File: config.mk
export PLATFORM = sky130hd
export DESIGN_NAME = aluCore
export DESIGN_NICKNAME = d
export VERILOG_FILES = /design/src/source/aluPkg.sv /design/src/source/arithLogicUnit.sv /design/src/source/shiftUnit.sv /design/src/source/resultMerge.sv /design/src/source/aluCore.sv
export SDC_FILE = /design/constraint.sdc
export NUM_CORES = 1
export LEC_CHECK = 0
export ABC_AREA = 0
export BUFFER_PORTS_ARGS = -buffer_cell sky130_fd_sc_hd__buf_2
export CORE_MARGIN = 2
export CORE_UTILIZATION = 50
export DETAILED_ROUTE_END_ITERATION = 7
export GPL_TIMING_DRIVEN = 0
export PLACE_DENSITY_LB_ADDON = 0.25
export SYNTH_ARGS = -nofsm -noshare
export SYNTH_HDL_FRONTEND = slang
export SYNTH_SLANG_ARGS = --single-unit
export TNS_END_PERCENT = 1
File: constraint.sdc
create_clock -name clk -period 4.1 [get_ports clk]
set_input_delay 0.41 -clock clk [delete_from_list [all_inputs] [get_ports clk]]
set_output_delay 0.41 -clock clk [all_outputs]
set_load 0.005 [all_outputs]
File: src/source/aluPkg.sv
package aluPkg;

	// Datapath sizes fixed by the instruction format
	localparam int dataWidth = 16; // One machine word
	localparam int opWidth = 8; // Full opcode field
	localparam int flagCount = 5; // C, F, L, Z, N

	// Bit positions inside the flag word
	localparam int flagC = 0; // Carry out or borrow
	localparam int flagF = 1; // Signed overflow
	localparam int flagL = 2; // Unsigned less than
	localparam int flagZ = 3; // Operands equal
	localparam int flagN = 4; // Signed less than

	// Register forms
	// Upper nibble zero, function code in the low nibble
	localparam logic [opWidth-1:0] opAnd = 8'b0000_0001;
	localparam logic [opWidth-1:0] opOr = 8'b0000_0010;
	localparam logic [opWidth-1:0] opXor = 8'b0000_0011;
	localparam logic [opWidth-1:0] opAddcu = 8'b0000_0100; // Adds stored carry
	localparam logic [opWidth-1:0] opAdd = 8'b0000_0101;
	localparam logic [opWidth-1:0] opAddu = 8'b0000_0110;
	localparam logic [opWidth-1:0] opSub = 8'b0000_1001;
	localparam logic [opWidth-1:0] opCmp = 8'b0000_1011;
	localparam logic [opWidth-1:0] opMov = 8'b0000_1101;
	localparam logic [opWidth-1:0] opNot = 8'b0000_1111;

	// Shift group lives under upper nibble 1000
	localparam logic [opWidth-1:0] opLsh = 8'b1000_0100; // Logical left
	localparam logic [opWidth-1:0] opRsh = 8'b1000_0101; // Logical right
	localparam logic [opWidth-1:0] opArsh = 8'b1000_0111; // Arithmetic right

	// Immediate forms
	// Low nibble belongs to the immediate and is a wildcard in casez
	localparam logic [opWidth-1:0] opAndi = 8'b0001_????;
	localparam logic [opWidth-1:0] opOri = 8'b0010_????;
	localparam logic [opWidth-1:0] opXori = 8'b0011_????;
	localparam logic [opWidth-1:0] opAddi = 8'b0101_????;
	localparam logic [opWidth-1:0] opAddui = 8'b0110_????;
	localparam logic [opWidth-1:0] opSubi = 8'b1001_????;
	localparam logic [opWidth-1:0] opCmpi = 8'b1011_????;
	localparam logic [opWidth-1:0] opMovi = 8'b1101_????;
	localparam logic [opWidth-1:0] opLui = 8'b1111_????; // Loads upper byte

endpackage

File: src/source/arithLogicUnit.sv
module arithLogicUnit (
	input logic [aluPkg::opWidth-1:0] op,
	input logic [aluPkg::dataWidth-1:0] srcA,
	input logic [aluPkg::dataWidth-1:0] srcB, // Second register or extended immediate
	input logic carryIn, // Stored C flag
	output logic aluHit, // Opcode belongs here
	output logic [aluPkg::dataWidth-1:0] aluValue,
	output logic [aluPkg::flagCount-1:0] aluFlags, // Candidate flags
	output logic [aluPkg::flagCount-1:0] aluFlagMask, // Flags this opcode writes
	output logic aluWrite
);

	import aluPkg::*;

	// Opcode classes
	logic addMode; // ADD, ADDU, ADDCU and immediates
	logic subMode; // SUB and SUBI
	logic cmpMode; // CMP and CMPI
	logic useCarry; // ADDCU only
	logic [dataWidth-1:0] logicValue; // Logic, move and LUI result

	// Shared adder
	logic invertB;
	logic [dataWidth-1:0] addB;
	logic [dataWidth:0] addCin;
	logic [dataWidth:0] sum; // Top bit is carry out

	// Flag terms
	logic overflow;
	logic isZero;
	logic srcALessSigned;
	logic lessU;
	logic lessS;

	// Decode, including the wildcard immediate patterns
	always_comb
	begin
		aluHit = 1'b1;
		addMode = 1'b0;
		subMode = 1'b0;
		cmpMode = 1'b0;
		useCarry = 1'b0;
		logicValue = '0; // Also the value seen for compares
		casez (op)
			opAnd, opAndi: logicValue = srcA & srcB;
			opOr, opOri: logicValue = srcA | srcB;
			opXor, opXori: logicValue = srcA ^ srcB;
			opNot: logicValue = ~srcA;
			opMov, opMovi: logicValue = srcB; // Plain copy
			opLui: logicValue = {srcB[7:0], 8'h00}; // Immediate byte to the top
			opAdd, opAddi, opAddu, opAddui: addMode = 1'b1;
			opAddcu:
			begin
				addMode = 1'b1;
				useCarry = 1'b1;
			end
			opSub, opSubi: subMode = 1'b1;
			opCmp, opCmpi: cmpMode = 1'b1;
			default: aluHit = 1'b0; // Shifts and unused codes
		endcase
	end

	// Subtract and compare both run srcA + ~srcB + 1
	assign invertB = subMode | cmpMode;
	assign addB = invertB ? ~srcB : srcB;
	assign addCin = {{dataWidth{1'b0}}, invertB | (useCarry & carryIn)};
	assign sum = {1'b0, srcA} + {1'b0, addB} + addCin;

	// Operand signs agree but result sign differs
	assign overflow = (srcA[dataWidth-1] == addB[dataWidth-1]) &&
		(sum[dataWidth-1] != srcA[dataWidth-1]);
	assign isZero = (sum[dataWidth-1:0] == '0); // Difference zero means equal

	// srcB below srcA: no borrow and not equal
	assign lessU = sum[dataWidth] & ~isZero;
	assign srcALessSigned = sum[dataWidth-1] ^ overflow; // Sign of true difference
	assign lessS = ~srcALessSigned & ~isZero;

	always_comb
	begin
		aluValue = (addMode | subMode) ? sum[dataWidth-1:0] : logicValue;
		aluFlags = '0;
		aluFlags[flagC] = subMode ? ~sum[dataWidth] : sum[dataWidth]; // Borrow is inverted carry
		aluFlags[flagF] = overflow;
		aluFlags[flagL] = lessU;
		aluFlags[flagZ] = isZero;
		aluFlags[flagN] = lessS;

		// Add and sub touch C and F, compares touch L, Z and N
		aluFlagMask = '0;
		aluFlagMask[flagC] = addMode | subMode;
		aluFlagMask[flagF] = addMode | subMode;
		aluFlagMask[flagL] = cmpMode;
		aluFlagMask[flagZ] = cmpMode;
		aluFlagMask[flagN] = cmpMode;

		aluWrite = aluHit & ~cmpMode; // Compares have no destination
	end

endmodule

File: src/source/shiftUnit.sv
module shiftUnit (
	input logic [aluPkg::opWidth-1:0] op,
	input logic [aluPkg::dataWidth-1:0] srcA, // Value to shift
	input logic [aluPkg::dataWidth-1:0] srcB, // Amount in the low nibble
	output logic shiftHit,
	output logic [aluPkg::dataWidth-1:0] shiftValue
);

	import aluPkg::*;

	logic [3:0] amount;
	logic isLeft;
	logic fillBit; // Zero or sign for right shifts
	logic [2*dataWidth-1:0] rightWide; // Fill bits above the operand
	logic [2*dataWidth-1:0] rightShifted;
	logic [dataWidth-1:0] leftShifted;

	assign amount = srcB[3:0];

	// Claim the three shift codes
	always_comb
	begin
		shiftHit = 1'b1;
		isLeft = 1'b0;
		fillBit = 1'b0;
		case (op)
			opLsh: isLeft = 1'b1;
			opRsh: fillBit = 1'b0; // Zero fill
			opArsh: fillBit = srcA[dataWidth-1]; // Sign fill
			default: shiftHit = 1'b0;
		endcase
	end

	// One right shifter serves both right forms
	assign rightWide = {{dataWidth{fillBit}}, srcA};
	assign rightShifted = rightWide >> amount;
	assign leftShifted = srcA << amount;

	always_comb
	begin
		if (!shiftHit)
		begin
			shiftValue = '0;
		end
		else if (isLeft)
		begin
			shiftValue = leftShifted;
		end
		else
		begin
			shiftValue = rightShifted[dataWidth-1:0]; // Low word only
		end
	end

endmodule

File: src/source/resultMerge.sv
module resultMerge (
	input logic clk,
	input logic arstN,
	input logic inValid,
	output logic inReady,
	input logic aluHit,
	input logic [aluPkg::dataWidth-1:0] aluValue,
	input logic [aluPkg::flagCount-1:0] aluFlags,
	input logic [aluPkg::flagCount-1:0] aluFlagMask,
	input logic aluWrite,
	input logic shiftHit,
	input logic [aluPkg::dataWidth-1:0] shiftValue,
	output logic carryIn, // Stored C back to the adder
	output logic outValid,
	input logic outReady,
	output logic [aluPkg::dataWidth-1:0] result,
	output logic writeEn,
	output logic [aluPkg::flagCount-1:0] flags // Flag register
);

	import aluPkg::*;

	logic accept; // Input transfer this edge
	logic [dataWidth-1:0] nextValue;
	logic nextWrite;
	logic [flagCount-1:0] nextFlags;

	// Single slot, free when empty or draining now
	assign inReady = !outValid || outReady;
	assign accept = inValid && inReady;

	assign carryIn = flags[flagC];

	// Pick the unit that claimed the opcode
	always_comb
	begin
		if (aluHit)
		begin
			nextValue = aluValue;
			nextWrite = aluWrite;
		end
		else if (shiftHit)
		begin
			nextValue = shiftValue;
			nextWrite = 1'b1; // Shifts always write
		end
		else
		begin
			nextValue = '0; // Unknown opcode
			nextWrite = 1'b0;
		end
	end

	// Keep unmasked flags, take masked ones from the unit
	assign nextFlags = (flags & ~aluFlagMask) | (aluFlags & aluFlagMask);

	// Control state
	always_ff @(posedge clk or negedge arstN)
	begin
		if (!arstN)
		begin
			outValid <= 1'b0;
			flags <= '0;
		end
		else
		begin
			if (accept)
			begin
				outValid <= 1'b1;
				flags <= nextFlags; // Updated in acceptance order
			end
			else if (outReady)
			begin
				outValid <= 1'b0; // Slot drained
			end
		end
	end

	// Output payload, only loaded on acceptance
	always_ff @(posedge clk)
	begin
		if (accept)
		begin
			result <= nextValue;
			writeEn <= nextWrite;
		end
	end

endmodule

File: src/source/aluCore.sv
module aluCore (
	input logic clk,
	input logic arstN,
	input logic inValid,
	output logic inReady,
	input logic [aluPkg::opWidth-1:0] op,
	input logic [aluPkg::dataWidth-1:0] srcA,
	input logic [aluPkg::dataWidth-1:0] srcB,
	output logic outValid,
	input logic outReady,
	output logic [aluPkg::dataWidth-1:0] result,
	output logic writeEn,
	output logic [aluPkg::flagCount-1:0] flags
);

	import aluPkg::*;

	// Arithmetic side
	logic aluHit;
	logic [dataWidth-1:0] aluValue;
	logic [flagCount-1:0] aluFlags;
	logic [flagCount-1:0] aluFlagMask;
	logic aluWrite;
	logic carryIn; // From the flag register

	// Shift side
	logic shiftHit;
	logic [dataWidth-1:0] shiftValue;

	// Both units see the same opcode and operands
	arithLogicUnit arithLogicUnit_inst (
		.op(op),
		.srcA(srcA),
		.srcB(srcB),
		.carryIn(carryIn),
		.aluHit(aluHit),
		.aluValue(aluValue),
		.aluFlags(aluFlags),
		.aluFlagMask(aluFlagMask),
		.aluWrite(aluWrite)
	);

	shiftUnit shiftUnit_inst (
		.op(op),
		.srcA(srcA),
		.srcB(srcB),
		.shiftHit(shiftHit),
		.shiftValue(shiftValue)
	);

	// Registered output and flag state
	resultMerge resultMerge_inst (
		.clk(clk),
		.arstN(arstN),
		.inValid(inValid),
		.inReady(inReady),
		.aluHit(aluHit),
		.aluValue(aluValue),
		.aluFlags(aluFlags),
		.aluFlagMask(aluFlagMask),
		.aluWrite(aluWrite),
		.shiftHit(shiftHit),
		.shiftValue(shiftValue),
		.carryIn(carryIn),
		.outValid(outValid),
		.outReady(outReady),
		.result(result),
		.writeEn(writeEn),
		.flags(flags)
	);

endmodule

==> summary.md <==
| Metric | Value |
|---|---|
| CP Launch Type | `primary input` |
| CTS tree | `yes` |
| Starting density of the core | `0.517` |
| Setup WS pre-CTS | `-1220 ps` |
| Setup Viol. Count Final | `6` |
| Primary FF master, synth | `edfxtp_1` |
| WL final | `17400 µm` |
| Setup CP Type | `primary input to flop` |
| Register bit total from synthesis | `23` |
| Site Rows | `34` |
| Global-route wire length before repair | `26700 µm` |
| Crit Path Max Fanout | `10` |
| Async S/R FF share, synth | `0.261` |
| Synthesized area | `4510 µm²` |
| Cell count after synthesis | `593` |
| Fin. max-slew vios | `0` |
| Share of cells above drive strength 1 | `0.206` |
| Nets | `765` |
| Per-cell routed wire length | `22.4 µm` |
| Grt total ovfl | `0` |
| Ports | `68` |
| Post-synth EDFFs | `17` |
| Commonest non-fill, non-tap cell in the layout | `buf_2` |
| Initial drt markers | `675` |
| Worst path required time | `4260 ps` |
| Slew @ Worst Pin | `1290 ps` |
| Total negative slack | `-1860 ps` |
| Power Density | `218 nW/µm²` |
| Clock buffer depth | `2` |
| Largest net degree at the start of global routing | `21` |
| Total GRT Usage | `0.343` |
| Clock sinks | `23` |
| Core ar. | `8720 µm²` |
| Port Buf Inserts | `63` |
| CTS Root Cell | `clkbuf_8` |
| Crit path time final | `4660 ps` |
| Vias per inst | `6.88` |
| RSZ-0062 raised after global routing | `true` |
| FMAX | `0.214 GHz` |
| Die Ht | `99.0 µm` |
| Vias in the first global route | `4828` |
| Sequential element share of the synthesized area | `0.147` |
| Maxcap violations | `0` |
| Hold Crit Start | `inValid` |
| Routability cong. | `1.05` |
| CP Data Arrival Time | `4820 ps` |
| Library cells used by synthesis | `68` |
| Most frequent cells in the layout | `65 x buf_2, 53 x nor2_1, 52 x nand2_1` |
| Status | `complete, but fails checks` |
| Vias | `5342` |
| VDD IR max | `0.121 mV` |
| Drt drc | `0` |
| DRT Pass-1 Iters | `6` |
| Clk_lat worst skew | `260 ps` |
| Fill cell count | `773` |
| Worst Setup SP | `op[4]` |
| Syn avg cell area | `7.60 µm²` |
| Failing checks | `negative setup slack` |
| Slew HR | `0.134` |
| CTS clk-pin slew, worst paths | `90 ps` |
| Path type of the worst min-delay path | `primary input to flop` |
| Synth warn | `0` |
| Setup Skew | `11.4 ps` |
| Inserted Clock Buffers | `3` |
| Area grow syn2layout | `17.6%` |
| Syn_nets | `688` |
| Static Leak | `2.37 nW` |
| Crit share post-route | `1.14` |
| Setup crit end kind | `flop` |
| DIE WIDTH | `99.0 µm` |
| Antenna-violating nets left | `0` |
| Initial antenna violation count | `0` |
| H-tree Lvls | `1` |
| Slack of the critical path | `-563 ps` |
| Post-DP HPWL | `13300 µm` |
| Final Hold Violating Endpoints | `0` |
| Antenna diode count | `0` |
| Die area | `9790 µm²` |
-- where the power goes --
part	internal [mW]	switching [mW]	leakage, nW
combinational	0.282	0.435	2.10
sequential	0.286	0.0122	0.242
clock	0.0676	0.0694	0.0255
-- worst paths after layout --
path                                              to  slack, ps  cells past startpoint
min in group asynchronous  resultMerge_inst.outValid        490                      2
setup / recovery                                flop       -560                     20
max in group asynchronous                  async pin       3470                      2
setup reg to reg                                flop        510                     14
hold reg to reg                                 flop        480                      2
hold / removal             resultMerge_inst.outValid        340                      2
-- synthesized netlist by cell type (5+ instances only) --
master,number,share of area
nor2_1,53,0.044
nand2_1,52,0.043
ha_1,49,0.14
o21ai_0,49,0.054
a21oi_1,40,0.044
inv_1,40,0.033
clkbuf_1,28,0.023
mux2i_1,21,0.047
xnor2_1,20,0.039
nor3_1,19,0.021
o22ai_1,18,0.025
edfxtp_1,17,0.11
nand3_1,15,0.017
a211oi_1,8,0.013
a221o_1,8,0.018
mux4_2,8,0.040
nand2b_1,8,0.011
a222oi_1,7,0.016
buf_1,7,0.0058
a221oi_1,6,0.012
dfrtp_1,6,0.033
mux2_2,6,0.015
nand4_1,6,0.0083
o31ai_1,6,0.010
nor3b_1,5,0.0083
or3_1,5,0.0069
xor2_1,5,0.0097
-- repair_timing --
item	4_1_cts	5_1_grt
pin swaps	12	10
endpoints found under the setup margin	13	15
gates resized for setup	26	17
buffers inserted	5	4
endpoints found under the hold margin	6	0
hold buffers	1	0
-- layout make-up --
class	count	area (µm²)	share of cell area
buffer	37	194	0.0366
clock buffer	3	41.3	0.00779
clock inverter	1	5.00	0.000944
inverter	40	150	0.0283
multi-input combinational	492	3720	0.701
sequential	23	661	0.125
tap	108	135	0.0255
timing repair buffer	73	397	0.0748
-- cells by family after synthesis --
logic type / synth area share
flops: 0.147
mux: 0.102
fa+ha+maj: 0.145
compound gates: 0.284
buf+inv: 0.0677
simple gates: 0.206
xor+xnor: 0.0486
-- worst max-delay path, stage by stage --
cell	delay, ps
buf_4	150
or4_4	560
nor3b_4	240
a21oi_2	100
and2_4	180
buf_8	140
clkbuf_16	180
xnor2_4	130
fa_2	220
inv_1	60
fa_2	390
nand2b_4	170
a21oi_4	220
buf_6	120
o21a_1	130
o21a_1	180
o2111ai_2	160
or4_4	450
or4_4	460
and3_1	160
-- stage by stage --
stage	instance area, µm²	hold slack [ps]	power [mW]	utilization	std cells
3_5_place_dp	5020	241	0.935	0.575	764
3_3_place_gp	5010	235	0.928	0.574	764
6_report	5300	342	1.15	0.608	777
2_1_floorplan	4560	114	0.717	-	593
4_1_cts	5230	345	1.11	0.599	774
5_1_grt	5300	368	1.21	0.608	777
-- routing by layer --
layer | global-route usage | vias to the layer above | share of wire
li1 | - | 2383 | -
met1 | 0.494 | 2479 | 0.42
met2 | 0.522 | 419 | 0.42
met3 | 0.0688 | 61 | 0.12
met4 | 0.0959 | 0 | 0.042
met5 | 0 | - | 0
Note: power is estimated with default switching activity, not from simulation.
